==> config.mk <==
export PLATFORM = sky130hd
export DESIGN_NAME = cam_vga_top
export DESIGN_NICKNAME = d
export VERILOG_FILES = /design/src/cam_vga_pkg.sv /design/src/cmos_capture.sv /design/src/rgb2gray.sv /design/src/frame_buffer.sv /design/src/vga_driver.sv /design/src/cam_vga_top.sv
export VERILOG_INCLUDE_DIRS = /design/src /design/src/include
export SDC_FILE = /design/constraint.sdc
export NUM_CORES = 1
export LEC_CHECK = 0
export BUFFER_PORTS_ARGS = -buffer_cell sky130_fd_sc_hd__buf_2
export CORE_ASPECT_RATIO = 2
export CORE_UTILIZATION = 57
export DETAILED_ROUTE_END_ITERATION = 8
export GPL_ROUTABILITY_DRIVEN = 0
export PLACE_DENSITY = 0.75
export SYNTH_ARGS = -nofsm -noshare
export SYNTH_HDL_FRONTEND = slang
export SYNTH_SLANG_ARGS = --single-unit
==> constraint.sdc <==
create_clock -name sys_clk -period 3.2 [get_ports sys_clk]
set_input_delay 0.32 -clock sys_clk [delete_from_list [all_inputs] [get_ports sys_clk]]
set_output_delay 0.32 -clock sys_clk [all_outputs]
set_load 0.005 [all_outputs]
==> src/include/cam_vga_defs.svh <==
// Camera to VGA frame constants
`ifndef CAM_VGA_DEFS_SVH
`define CAM_VGA_DEFS_SVH

// ----------------------------------------
// stored frame geometry
// ----------------------------------------
`define FRAME_W 16              // pixels per line
`define FRAME_H 8               // lines per frame
`define ADDR_W  7               // covers FRAME_W*FRAME_H bytes

// ----------------------------------------
// horizontal timing, in sys_clk cycles
// ----------------------------------------
`define H_SYNC  4               // hs low
`define H_BACK  4
`define H_FRONT 2
`define H_TOTAL 26              // sync + back + FRAME_W + front

// ----------------------------------------
// vertical timing, in lines
// ----------------------------------------
`define V_SYNC  2               // vs low
`define V_BACK  2
`define V_FRONT 1
`define V_TOTAL 13              // sync + back + FRAME_H + front

`endif

==> src/cam_vga_pkg.sv <==
// Camera to VGA stream types
package cam_vga_pkg;

    // ----------------------------------------
    // camera word, two views
    // ----------------------------------------
    typedef struct packed {
        logic [7:0] hi;                 // first byte under href
        logic [7:0] lo;                 // second byte
    } pix_bytes_t;

    typedef struct packed {
        logic [4:0] r;
        logic [5:0] g;
        logic [4:0] b;
    } pix_rgb_t;

    typedef union packed {
        pix_bytes_t bytes;              // as received
        pix_rgb_t   rgb;                // as colour fields
    } pix565_u;

    // ----------------------------------------
    // pipeline streams
    // ----------------------------------------
    typedef struct packed {
        logic    valid;                 // one pixel this cycle
        logic    sof;                   // first pixel of frame
        pix565_u pix;
    } rgb_stream_t;

    typedef struct packed {
        logic       valid;
        logic       sof;
        logic [7:0] y;                  // luma
    } gray_stream_t;

endpackage

==> src/cmos_capture.sv <==
// CMOS byte pair capture
`timescale 1ns/100ps

module cmos_capture (
    input  logic                     sys_clk,
    input  logic                     rst_n,
    input  logic                     cam_vsync,     // high between frames
    input  logic                     cam_href,      // line data valid
    input  logic [7:0]               cam_data,
    output cam_vga_pkg::rgb_stream_t pix_out
);

    logic                 vsync_d;                  // previous vsync
    logic                 vsync_fall;               // frame about to start
    logic                 sof_armed;                // next pixel opens frame
    logic                 byte_en;                  // byte counts this cycle
    logic                 byte_phase;               // 0 = hi, 1 = lo
    logic [7:0]           hi_byte;                  // held until lo arrives
    logic                 out_valid;
    logic                 out_sof;
    cam_vga_pkg::pix565_u out_pix;

    assign vsync_fall = vsync_d & ~cam_vsync;
    assign byte_en    = cam_href & ~cam_vsync;      // nothing counts in blanking

    // ----------------------------------------
    // control: phase, frame start, strobes
    // ----------------------------------------
    always_ff @(posedge sys_clk or negedge rst_n) begin
        if (!rst_n) begin
            vsync_d    <= 1'b0;
            sof_armed  <= 1'b0;
            byte_phase <= 1'b0;
            out_valid  <= 1'b0;
            out_sof    <= 1'b0;
        end else begin
            vsync_d <= cam_vsync;
            if (byte_en) begin
                byte_phase <= ~byte_phase;          // hi, lo, hi, ...
            end else begin
                byte_phase <= 1'b0;                 // odd byte at line end dropped
            end
            out_valid <= byte_en & byte_phase;      // lo sampled, pixel complete
            out_sof   <= byte_en & byte_phase & sof_armed;
            if (vsync_fall) begin
                sof_armed <= 1'b1;
            end else if (byte_en && byte_phase) begin
                sof_armed <= 1'b0;                  // consumed by first pixel
            end
        end
    end

    // payload, tagged by out_valid
    always_ff @(posedge sys_clk) begin
        if (byte_en && !byte_phase) begin
            hi_byte <= cam_data;
        end
        if (byte_en && byte_phase) begin
            out_pix.bytes.hi <= hi_byte;
            out_pix.bytes.lo <= cam_data;
        end
    end

    assign pix_out = '{valid: out_valid, sof: out_sof, pix: out_pix};

endmodule

==> src/rgb2gray.sv <==
// RGB565 to luma pipeline
`timescale 1ns/100ps

module rgb2gray (
    input  logic                      sys_clk,
    input  logic                      rst_n,
    input  cam_vga_pkg::rgb_stream_t  pix_in,
    output cam_vga_pkg::gray_stream_t gray_out
);

    logic [2:0]  vld_sr;                        // valid per stage
    logic [2:0]  sof_sr;                        // sof per stage
    logic [7:0]  r8;                            // stage 1
    logic [7:0]  g8;
    logic [7:0]  b8;
    logic [15:0] prod_r;                        // stage 2
    logic [15:0] prod_g;
    logic [15:0] prod_b;
    logic [15:0] luma_sum;                      // weights total 256, no overflow
    logic [7:0]  y_q;                           // stage 3

    // ----------------------------------------
    // side band, 3 cycles deep
    // ----------------------------------------
    always_ff @(posedge sys_clk or negedge rst_n) begin
        if (!rst_n) begin
            vld_sr <= 3'b000;
            sof_sr <= 3'b000;
        end else begin
            vld_sr <= {vld_sr[1:0], pix_in.valid};
            sof_sr <= {sof_sr[1:0], pix_in.sof & pix_in.valid};
        end
    end

    assign luma_sum = prod_r + prod_g + prod_b;

    // ----------------------------------------
    // data path
    // ----------------------------------------
    always_ff @(posedge sys_clk) begin
        // stage 1: widen by repeating msbs
        r8 <= {pix_in.pix.rgb.r, pix_in.pix.rgb.r[4:2]};
        g8 <= {pix_in.pix.rgb.g, pix_in.pix.rgb.g[5:4]};
        b8 <= {pix_in.pix.rgb.b, pix_in.pix.rgb.b[4:2]};
        // stage 2: BT.601 weights scaled by 256
        prod_r <= 16'd77  * {8'd0, r8};
        prod_g <= 16'd150 * {8'd0, g8};
        prod_b <= 16'd29  * {8'd0, b8};
        // stage 3: sum and drop fraction
        y_q <= luma_sum[15:8];
    end

    assign gray_out = '{valid: vld_sr[2], sof: sof_sr[2], y: y_q};

endmodule

==> src/frame_buffer.sv <==
// Single frame luma buffer
`timescale 1ns/100ps
`include "cam_vga_defs.svh"

module frame_buffer (
    input  logic                      sys_clk,
    input  logic                      rst_n,
    input  cam_vga_pkg::gray_stream_t gray_in,
    input  logic                      rd_req,
    input  logic [`ADDR_W-1:0]        rd_addr,
    output logic [7:0]                rd_y,         // one cycle after rd_req
    output logic                      frame_ready   // sticky, first full frame
);

    localparam int DEPTH = `FRAME_W * `FRAME_H;
    localparam logic [`ADDR_W-1:0] LAST_ADDR = `ADDR_W'(DEPTH - 1);

    logic [7:0]         mem [DEPTH];                // row major luma
    logic [`ADDR_W-1:0] wr_ptr;                     // next write slot
    logic [`ADDR_W-1:0] wr_addr;                    // slot used this cycle
    logic               wr_last;

    assign wr_addr = gray_in.sof ? '0 : wr_ptr;     // frame start restarts at 0
    assign wr_last = gray_in.valid && (wr_addr == LAST_ADDR);

    // ----------------------------------------
    // write pointer and ready flag
    // ----------------------------------------
    always_ff @(posedge sys_clk or negedge rst_n) begin
        if (!rst_n) begin
            wr_ptr      <= '0;
            frame_ready <= 1'b0;
        end else begin
            if (gray_in.valid) begin
                wr_ptr <= wr_last ? '0 : wr_addr + 1'b1;
            end
            if (wr_last) begin
                frame_ready <= 1'b1;                // never cleared
            end
        end
    end

    // storage, write and registered read
    always_ff @(posedge sys_clk) begin
        if (gray_in.valid) begin
            mem[wr_addr] <= gray_in.y;
        end
        if (rd_req) begin
            rd_y <= mem[rd_addr];
        end
    end

endmodule

==> src/vga_driver.sv <==
// VGA timing and gray pixel output
`timescale 1ns/100ps
`include "cam_vga_defs.svh"

module vga_driver (
    input  logic                sys_clk,
    input  logic                rst_n,
    input  logic                frame_ready,
    input  logic [7:0]          rd_y,
    output logic                rd_req,         // one cycle before active pixel
    output logic [`ADDR_W-1:0]  rd_addr,
    output logic                vga_hs,         // active low
    output logic                vga_vs,         // active low
    output logic [15:0]         vga_rgb
);

    localparam int HCW   = $clog2(`H_TOTAL);
    localparam int VCW   = $clog2(`V_TOTAL);
    localparam int H_ACT = `H_SYNC + `H_BACK;   // first active column
    localparam int V_ACT = `V_SYNC + `V_BACK;   // first active line

    logic [HCW-1:0] h_cnt;
    logic [VCW-1:0] v_cnt;
    logic           h_end;
    logic           v_end;
    logic           h_act;
    logic           v_act;
    logic [HCW-1:0] col;
    logic [VCW-1:0] row;
    logic           act_q;                      // rd_req delayed, matches rd_y

    assign h_end = (h_cnt == HCW'(`H_TOTAL - 1));
    assign v_end = (v_cnt == VCW'(`V_TOTAL - 1));
    assign h_act = (h_cnt >= HCW'(H_ACT)) && (h_cnt < HCW'(H_ACT + `FRAME_W));
    assign v_act = (v_cnt >= VCW'(V_ACT)) && (v_cnt < VCW'(V_ACT + `FRAME_H));

    // ----------------------------------------
    // line and frame counters
    // ----------------------------------------
    always_ff @(posedge sys_clk or negedge rst_n) begin
        if (!rst_n) begin
            h_cnt <= '0;
            v_cnt <= '0;
        end else begin
            if (h_end) begin
                h_cnt <= '0;
                v_cnt <= v_end ? '0 : v_cnt + 1'b1;
            end else begin
                h_cnt <= h_cnt + 1'b1;
            end
        end
    end

    // read side, one cycle ahead of the screen
    assign col     = h_cnt - HCW'(H_ACT);
    assign row     = v_cnt - VCW'(V_ACT);
    assign rd_req  = h_act && v_act;
    assign rd_addr = `ADDR_W'(row * `FRAME_W + col);    // only meaningful with rd_req

    // ----------------------------------------
    // sync and blank, registered to line up with rd_y
    // ----------------------------------------
    always_ff @(posedge sys_clk or negedge rst_n) begin
        if (!rst_n) begin
            vga_hs <= 1'b1;
            vga_vs <= 1'b1;
            act_q  <= 1'b0;
        end else begin
            vga_hs <= (h_cnt >= HCW'(`H_SYNC));     // low at start of line
            vga_vs <= (v_cnt >= VCW'(`V_SYNC));     // low at start of frame
            act_q  <= rd_req;
        end
    end

    // luma replicated into RGB565, black until a frame is stored
    assign vga_rgb = (act_q && frame_ready) ? {rd_y[7:3], rd_y[7:2], rd_y[7:3]} : 16'd0;

endmodule

==> src/cam_vga_top.sv <==
// Camera to VGA grayscale top level
`timescale 1ns/100ps
`include "cam_vga_defs.svh"

module cam_vga_top (
    input  logic        sys_clk,
    input  logic        rst_n,
    // camera
    input  logic        cam_vsync,
    input  logic        cam_href,
    input  logic [7:0]  cam_data,
    // display
    output logic        vga_hs,
    output logic        vga_vs,
    output logic [15:0] vga_rgb
);

    cam_vga_pkg::rgb_stream_t  cap_pix;         // capture -> converter
    cam_vga_pkg::gray_stream_t gray_pix;        // converter -> buffer
    logic                      rd_req;
    logic [`ADDR_W-1:0]        rd_addr;
    logic [7:0]                rd_y;
    logic                      frame_ready;

    // ----------------------------------------
    // write side
    // ----------------------------------------
    cmos_capture u_capture (
        .sys_clk    (sys_clk),
        .rst_n      (rst_n),
        .cam_vsync  (cam_vsync),
        .cam_href   (cam_href),
        .cam_data   (cam_data),
        .pix_out    (cap_pix)
    );

    rgb2gray u_gray (
        .sys_clk    (sys_clk),
        .rst_n      (rst_n),
        .pix_in     (cap_pix),
        .gray_out   (gray_pix)
    );

    frame_buffer u_fbuf (
        .sys_clk     (sys_clk),
        .rst_n       (rst_n),
        .gray_in     (gray_pix),
        .rd_req      (rd_req),
        .rd_addr     (rd_addr),
        .rd_y        (rd_y),
        .frame_ready (frame_ready)
    );

    // ----------------------------------------
    // display side
    // ----------------------------------------
    vga_driver u_vga (
        .sys_clk     (sys_clk),
        .rst_n       (rst_n),
        .frame_ready (frame_ready),
        .rd_y        (rd_y),
        .rd_req      (rd_req),
        .rd_addr     (rd_addr),
        .vga_hs      (vga_hs),
        .vga_vs      (vga_vs),
        .vga_rgb     (vga_rgb)
    );

endmodule

After elaboration in Yosys (flattened, before gate mapping)
Memories as Yosys holds them, arrays and structs flattened. A register that Yosys moved wholly into a read port is not among the register bits.
Index checks and enable logic that the tools add are counted.
{"block": "word_totals", "reg_bits": 130, "ram_bits": 1024, "in_bits": 12, "output_inout_bits": 18, "elab_cells": 70, "memories": 1}
{"memory": "u_fbuf.mem", "words": 128, "word_bits": 8, "read_ports": 1, "rd_ports_with_merged_regs": 1, "write_ports": 1, "line": "frame_buffer.sv:18", "rtl": "logic [7:0] mem [DEPTH];"}
{"block": "op_classes", "add_sub_neg": 8, "n_mul": 3, "order_cmp": 6, "n_eq_ne": 3, "mux": 10, "n_bitwise": 7, "reduce_logical": 9}
{"op": "$mul A7 B8 Y15 const A", "n": 2}
{"op": "$add A15 B16 Y16", "n": 1}
{"op": "$add A16 B13 Y16", "n": 1}
{"op": "$mux W16", "n": 1}
{"op": "$mux W7", "n": 2}
{"op": "$mul A5 B8 Y13 const A", "n": 1}
{"op": "$add A7 B1 Y7 const B", "n": 1}
{"op": "$add A7 B5 Y7", "n": 1}
{"op": "$eq A7 B7 Y1 const B", "n": 1}
{"op": "$logic_and A1 B1 Y1", "n": 7}
{"op": "$add A5 B1 Y5 const B", "n": 1}
{"op": "$and A1 B1 Y1", "n": 5}
{"op": "$eq A5 B5 Y1 const B", "n": 1}
{"op": "$ge A5 B3 Y1 const B", "n": 1}
{"op": "$ge A5 B4 Y1 const B", "n": 1}
{"op": "$lt A5 B5 Y1 const B", "n": 1}
{"op": "$mux W1", "n": 5}
{"op": "$mux W5", "n": 1}
{"op": "$sub A5 B4 Y5 const B", "n": 1}
{"op": "$add A4 B1 Y4 const B", "n": 1}
{"op": "$eq A4 B4 Y1 const B", "n": 1}
{"op": "$ge A4 B2 Y1 const B", "n": 1}
{"op": "$ge A4 B3 Y1 const B", "n": 1}
{"op": "$lt A4 B4 Y1 const B", "n": 1}
{"op": "other kinds (5)", "n": 6}

Longest topological paths before layout
Gate-level depths: netlist (run 1).
{"block": "depth", "ltp_word": 5, "depth_mapped": 14, "ltp_nobuf": 14}

Modules after synthesis
From an unflattened synthesis (run 1), not the netlist that was laid out.
{"block": "unflattened", "cells_unflattened": 2278, "area_unflattened_um2": 46963.8}
{"module": "frame_buffer", "n_inst": 1, "cells_per_inst": 1694, "area_per_inst_um2": 40228.6, "seq_area_each_um2": 31189.9}
{"module": "rgb2gray", "n_inst": 1, "cells_per_inst": 467, "area_per_inst_um2": 5059.9, "seq_area_each_um2": 1491.4}
{"module": "cmos_capture", "n_inst": 1, "cells_per_inst": 37, "area_per_inst_um2": 897.1, "seq_area_each_um2": 845.8}
{"module": "vga_driver", "n_inst": 1, "cells_per_inst": 80, "area_per_inst_um2": 778.2, "seq_area_each_um2": 302.8}

Worst setup path after synthesis (run 1)
No wires, ideal clock.
{"block": "synth_path", "kind": "flip-flop to flip-flop", "startpoint": "reg u_gray.g8[6]", "endpoint": "reg u_gray.prod_g[15]", "setup_ns": 0.125, "arrival_ns": 3.288, "t_required_ns": 3.075, "path_slack_ns": -0.213, "path_stages_with_launch": 12, "path_buffers": 0, "synth_period_minus_slack_ns": 3.413, "cell_sequence": "dfxtp_1 ha_1 ha_1 inv_1 fa_1 fa_1 inv_1 ha_1 o21a_1 o41ai_1 o21ai_0 o41a_1"}
{"block": "synth_between", "elab_chain_cells": 1}
{"item": "start: declaration", "line": "rgb2gray.sv:14", "rtl": "logic [7:0] g8;"}
{"item": "start signal: assignment", "line": "rgb2gray.sv:43", "rtl": "g8 <= {pix_in.pix.rgb.g, pix_in.pix.rgb.g[5:4]};"}
{"item": "$mul A7 B8 Y15", "line": "rgb2gray.sv:47", "rtl": "prod_g <= 16'd150 * {8'd0, g8};"}
{"item": "end signal: assignment", "line": "rgb2gray.sv:47"}
{"item": "end: declaration", "line": "rgb2gray.sv:17", "rtl": "logic [15:0] prod_g;"}
Every way passes these cells.
A chain may end at the register's enable or synchronous reset.

Worst setup path after layout (run 1)
Same ends and word-level chain as after synthesis.

==> metrics.txt, run 1 <==
Netlist cell types 62; hold_ws 162.3 ps; # DRC 0; setup tns final -41.54 ps; cell mode on critical path ha_4; f_max 308.5 MHz; register area share after synthesis 69.99%; PortBufs 29; met3 Use GR 4.036%; Final Cycle Share 101.3%; initial core utilization 57.62%; Relative slew margins 37.63%; Root Buffer clkbuf_16; largest net degree at the start of global routing 129; Mean Syn Cell Area 18.20 um^2; RSZ-0062 raised after global routing yes; Lkg Pwr 14.73 nW; Syn Nets 2,214; required time of the critical path 3710 ps; #FFs+latches synth 894; hold violation count in the final report 0; Worst R2R Path Depth 11; DP HPWL 58,540 um; slowest cell delay on critical path 520 ps; vias in the first global route 20,630; Worst-Margin Slew 935.6 ps; grt peak-use layer met2; Reg area 0.02609 mm^2; GRT Total Usage 27.19%; diodes inserted 0; Core Box Area 0.06458 mm^2; dpl ws -158.1 ps; Startpoint Class register; vias per std cell 6.147; first-pass GRT wire length 128,900 um; Final Critical Period 3242 ps; Maximum Capacitance Violations 0; Main synth FF type edfxtp_1; status complete, but fails checks; P_sw 6.408 mW; Logic pwr share 7.5%; Setup CP Type register to register; WL/cell 27.68 um; vias post-DR 19,220; max-slew violations 0; commonest non-fill, non-tap cell in the layout edfxtp_1; Switching Share 23.82%; M1 GR Usage 28.10%; post-layout utilization of the core 65.16%; CP max FO 3; Clock power frac 35.9%; CTS Buf Count 73; die span in x 182.7 um; Reg power frac 56.6%; area of the multi-input gates 0.01054 mm^2; worst hold path depth 2; clock buffer depth 3; share of layout cells above drive strength 1 24.25%; cell count after synthesis 2,044; Post-synth EDFFs 798; Routed WL 86,540 um; FP Rows 132; Peak supply drop 0.6162 mV; CTS clk-pin slew, worst paths 70 ps; first-pass iteration count of the detailed router 8; DR iter-0 viols 1,738; CP max-delay cell fa_1; initial antenna violation count 0; CTS tree yes; commonest cells after routing, fill and taps aside edfxtp_1 (798), mux4_2 (201), nor2_1 (167); failing checks setup timing; antenna-violating nets left 0; Area Overhead vs Synth 13.07%; Skew-Pair Late Insertion Delay 650 ps; layout filler cell count 4,188; met2 Track Usage GR 49.13%; PwrDens 639.3 mW/mm^2; Die Ht 363.3 um; CTS sink cnt 894; Async SR Flop Fraction 3.468%; clk_skew 22.04 ps; Nets 2,368; Finish-stage setup viols 1; GRT overflow 0; critical path arrival 3750 ps; cell area after synthesis 0.03721 mm^2; Ports 30; Post-Place Cells 2,980; htree depth 3; Critical Path End Type register; final cell count without fillers 3,127; Hold WC Path Type input pin to register; YS warnings 0; Die Area 0.06637 mm^2; Int Pwr 20.49 mW; setup ws final -41.54 ps; CP cell instances ha_4, ha_4, inv_2, fa_1, fa_1, inv_2, ha_4, o21a_1, o41ai_4, o21ai_1, o41a_1
==> state kept, by name, summed over array words and instances (netlist names), 6 cells and up <==
name / flops
u_capture.out_pix: 16
u_gray.prod_r: 15
u_gray.g8: 6
u_gray.prod_b: 13
u_gray.y_q: 6
u_gray.prod_g: 15
u_fbuf.mem: 768
u_fbuf.wr_ptr: 7
u_fbuf.rd_y: 6
u_capture.hi_byte: 8
==> power groups by stage <==
stage	combinational (mW)	sequential [mW]	clock (mW)
floorplan	0.785	15.5	0
global placement	1.83	15.4	0
detailed placement	1.96	15.5	0
CTS	2.00	15.2	9.74
global route	2.22	15.3	10.2
finish	2.03	15.2	9.65
==> through the flow <==
stage,area (um^2),total power [mW]
floorplan,37240,16.27
global placement,39130,17.25
detailed placement,39130,17.46
CTS,41880,26.98
global route,42080,27.68
finish,42080,26.90
==> final cells by class <==
type	instances	area share, %
multi-input combinational	972	25.06
clock buffer	90	4.898
sequential	894	62.00
inverter	79	0.7077
clock inverter	43	1.231
tap	871	2.590
timing repair buffer	178	3.509
==> synth_stat cells, drive strengths merged (4+ instances only) <==
cell type	number	area (um^2)
edfxtp	798	23960
dfrtp	29	725.7
a22oi	6	45.04
buf	58	442.9
dfxtp	65	1301
ha	121	1514
nor3	12	60.06
o21a	5	37.54
mux2i	50	500.5
nand4	8	50.05
clkbuf	41	153.9
xnor2	24	210.2
fa	37	740.7
mux2	4	45.04
nand3	22	110.1
o211ai	7	52.55
nor2	167	626.9
nand2	99	371.6
o221ai	8	70.07
mux4	203	4579
inv	76	285.3
a21o	9	67.56
nor2b	7	43.79
a21oi	38	190.2
o22ai	7	43.79
and2	6	37.54
nand2b	13	81.33
a221oi	7	61.31
xor2	9	78.83
o21ai	41	205.2
and3	10	62.56
a31oi	12	75.07
==> layer usage <==
metal | wire, um | part of all wire (%) | up-vias
met3 | 4233 | 4.9 | 272
met4 | 7445 | 8.6 | 0
met1 | 27820 | 32 | 9925
li1 | - | - | 8289
met5 | 0 | 0 | -
met2 | 47040 | 54 | 737
==> worst max-delay path: cells and delay by family, from the launching register on <==
kind	cells	cell delay, ps
buf+inv	2	80
flops	1	340
compound gates	4	1000
fa+ha+maj	5	1690
==> path summary, 6_finish.rpt <==
path                                        end            startpoint  slack (ps)
hold reg to reg                    u_gray.b8[3]  u_capture.out_pix[0]         340
hold / removal             u_capture.hi_byte[3]              cam_href         160
setup reg to reg              u_gray.prod_g[15]          u_gray.g8[6]         -40
max in group asynchronous        u_vga.h_cnt[1]                 rst_n        2270
min in group asynchronous   u_capture.sof_armed                 rst_n         310
setup / recovery              u_gray.prod_g[15]          u_gray.g8[6]         -40
==> kinds of logic after synthesis <==
family | synth area share, %
mux | 13.77
fa+ha+maj | 6.059
xor+xnor | 0.7767
buf+inv | 2.401
compound gates | 2.818
flops | 69.99
simple gates | 4.186
==> timing repair <==
action | CTS | global route
endpoints found under the hold margin | 47 | 0
resized for setup | 12 | 30
endpoints found under the setup margin | 8 | 11
pin swaps | 4 | 9
hold buffers | 10 | 0
setup buffers | 2 | 2
Power figures use the tool's default switching activity.
==> run 2, diff against run 1 <==
--- a/config.mk
+++ b/config.mk
@@ -6,6 +6,7 @@
 export SDC_FILE = /design/constraint.sdc
 export NUM_CORES = 1
 export LEC_CHECK = 0
+export ABC_AREA = 1
 export BUFFER_PORTS_ARGS = -buffer_cell sky130_fd_sc_hd__buf_2
 export CORE_ASPECT_RATIO = 2
 export CORE_UTILIZATION = 57
==> metrics.txt, run 2 <==
Syn Nets 3,986 (+80%); CP cell instances inv_2, nand2_1, inv_2, nand2_1, nand2_1, nor2_1, nand2_1, nand3_1, nand2_1, nand2_1, nand2_1; max-slew violations 0 (unchanged); Reg power frac 55.6% (-1.0 points); post-synthesis mux area share 0% (-14 points); Routed WL 99,660 um (+15%); first-pass iteration count of the detailed router 6 (-2); Setup CP Type register to register; adder-cell area share of the yosys netlist 5.621% (-0.44 points); Post-synth EDFFs 798 (unchanged); CTS tree yes; FP Rows 137 (+3.8%); CTS clk-pin slew, worst paths 70 ps (about the same); CP max-delay cell dfrtp_2; Async SR Flop Fraction 3.468% (unchanged); die span in x 189.6 um (+3.8%); commonest cells in the netlist nand2_1 (1,033), edfxtp_1 (798), nor2_1 (496), inv_1 (374), nand3_1 (323); Hold WC Path Type input pin to register; PwrDens 621.1 mW/mm^2 (-2.9%); Area Overhead vs Synth 9.857%; cell count after synthesis 3,816 (+87%); Yosys top cell area share 59.74% (-4.7 points); Lkg Pwr 17.96 nW (+22%); DR iter-0 viols 2,571 (+48%); critical path arrival 3510 ps (-240 ps); htree depth 3 (unchanged); largest net degree at the start of global routing 105 (-19%); R2R Path Start u_vga.h_cnt[2]; hold violation count in the final report 0 (unchanged); f_max 321.7 MHz (+4.3%); P_sw 6.933 mW (+8.2%); met3 Use GR 4.167% (+0.13 points); Final Cycle Share 97.13% (-4.2 points); Ports 30 (unchanged); vias per std cell 5.628 (-8.5%); Critical Path End Type register; Core Box Area 0.06959 mm^2 (+7.8%); Peak supply drop 0.5493 mV (-11%); xor/xnor share of the synthesized area 0.7860% (+0.0093 points); max FFs per register 768 (unchanged); register area share after synthesis 64.92% (-5.1 points); Relative slew margins 36.32% (-1.3 points); Mean Syn Cell Area 10.51 um^2 (-42%); start point of the critical path u_vga.h_cnt[2]; status finished clean; post-synthesis compound-gate area fraction 3.575% (+0.76 points); CTS Buf Count 75 (+2.7%); Skew-Pair Late Insertion Delay 660 ps (about the same); vias in the first global route 27,080 (+31%); Final Critical Period 3108 ps (-133.3 ps); Switching Share 25.33% (+1.5 points); initial core utilization 57.64% (about the same); diodes inserted 0 (unchanged); setup tns final 0 ps (+41.54 ps); layout filler cell count 5,395 (+29%); commonest cells after routing, fill and taps aside nand2_1 (1,033), edfxtp_1 (798), nor2_1 (496); cell mode on critical path nand2_1; Top reg by flops u_fbuf.mem; share of layout cells above drive strength 1 7.608% (-17 points); Die Ht 377.2 um (+3.8%); largest cells by area after synthesis edfxtp_1 (60%), nand2_1 (9.7%), nor2_1 (4.6%); PortBufs 29 (unchanged); Root Buffer clkbuf_16; Top Registers u_fbuf.mem (768), u_capture.out_pix (16); CP max FO 22 (+19); # DRC 0 (unchanged); Nets 4,018 (+70%); HP Start cam_href; M1 GR Usage 30.21% (+2.1 points); slowest cell delay on critical path 730 ps (+210 ps); commonest non-fill, non-tap cell in the layout nand2_1; Finish-stage setup viols 0 (-1); YS warnings 0 (unchanged); total power 27.37 mW (+1.7%); Clock power frac 34.9% (-1.0 points); largest area contributor in the netlist edfxtp_1; vias post-DR 27,050 (+41%); met2 Track Usage GR 51.37% (+2.2 points); antenna-violating nets left 0 (unchanged); CTS sink cnt 894 (unchanged); dpl ws 7.596 ps (+165.7 ps); initial antenna violation count 0 (unchanged); #FFs+latches synth 894 (unchanged); Worst-Margin Slew 955.2 ps (+19.57 ps); Logic pwr share 9.5% (+2.0 points); cell area after synthesis 0.04011 mm^2 (+7.8%); DP HPWL 64,680 um (+10%); GRT overflow 0 (unchanged); clk_skew 32.20 ps (+10.16 ps); Die Area 0.07150 mm^2 (+7.7%); main combinational cell family by area after synthesis simple AND/OR/NAND/NOR gates; Netlist cell types 42 (-32%); GRT Total Usage 28.40% (+1.2 points); setup ws final 91.75 ps (+133.3 ps); first-pass GRT wire length 151,400 um (+17%); Maximum Capacitance Violations 0 (unchanged); Post-Place Cells 4,663 (+56%); post-layout utilization of the core 63.32% (-1.8 points); final cell count without fillers 4,807 (+54%); Startpoint Class register; clock buffer depth 3 (unchanged); WL/cell 20.73 um (-25%); Int Pwr 20.44 mW (-0.27%); most numerous cell in the Yosys netlist nand2_1; grt peak-use layer met2; required time of the critical path 3600 ps (-110 ps); Main synth FF type edfxtp_1; fraction of the mapped netlist area in simple logic gates 18.98% (+15 points)
run 2: cell count changes after synthesis, sizes merged, moves of 11 or more:
cell,change
nand2b,-13
clkbuf,+11
inv,+303
a21oi,+52
o21ai,+114
nand2,+935
mux4,-203
nor2,+329
xor2,+13
or2,+23
mux2i,-50
buf,+70
nand3,+301
run 2: worst max-delay path, delay by kind of cell (launching register included):
kind	cells	cell delay [ps]
simple gates	9	1610
flops	1	730
buf+inv	2	500
run 2: worst paths after layout:
path                                         to  slack (ps)  depth (start not counted)
setup / recovery                 u_fbuf.rd_y[7]          90                         11
hold / removal             u_capture.byte_phase         140                          4
setup reg to reg                 u_fbuf.rd_y[7]          90                         11
hold reg to reg                    u_gray.g8[6]         340                          0
max in group asynchronous        u_vga.h_cnt[0]        2140                          2
min in group asynchronous        u_vga.v_cnt[0]         360                          2
run 2: cell type report:
| type | count | area [um^2] | area share [%] |
|---|---|---|---|
| timing repair buffer | 135 | 1191 | 2.703 |
| inverter | 380 | 1439 | 3.265 |
| clock inverter | 41 | 515.5 | 1.170 |
| tap | 903 | 1130 | 2.564 |
| multi-input combinational | 2362 | 11700 | 26.55 |
| clock buffer | 92 | 2014 | 4.571 |
| sequential | 894 | 26080 | 59.17 |
run 2: layer usage:
layer	vias up	routed length (um)
met5	-	0
li1	12620	-
met3	350	6141
met2	1154	53200
met4	0	7244
met1	12930	33070
run 2: power by group through the flow:
stage | clock (mW) | sequential [mW] | combinational (mW)
floorplan | 0 | 15.6 | 0.968
global placement | 0 | 15.5 | 2.45
detailed placement | 0 | 15.5 | 2.53
CTS | 9.64 | 15.2 | 2.55
global route | 10.0 | 15.3 | 2.83
finish | 9.56 | 15.2 | 2.59
run 2: cell families after synthesis:
logic type      after synthesis
buf+inv                     560
compound gates              273
simple gates               1895
xor+xnor                     36
fa+ha+maj                   158
flops                       894
run 2: what timing repair did:
item                                    4_1_cts  5_1_grt
gates resized for setup                       1       24
cloned                                        0        0
endpoints found under the setup margin        1       13
pin swaps                                     0        1
buffers inserted                              0        1
hold buffers                                 10        0
endpoints found under the hold margin        47        0
run 2: metrics by stage:
stage / hold WS [ps] / cell area [um^2]
2_1_floorplan: 24.41 / 40110
3_3_place_gp: 324.1 / 41340
3_5_place_dp: 329.4 / 41340
4_1_cts: 123.0 / 43980
5_1_grt: 131.8 / 44070
6_report: 142.5 / 44070
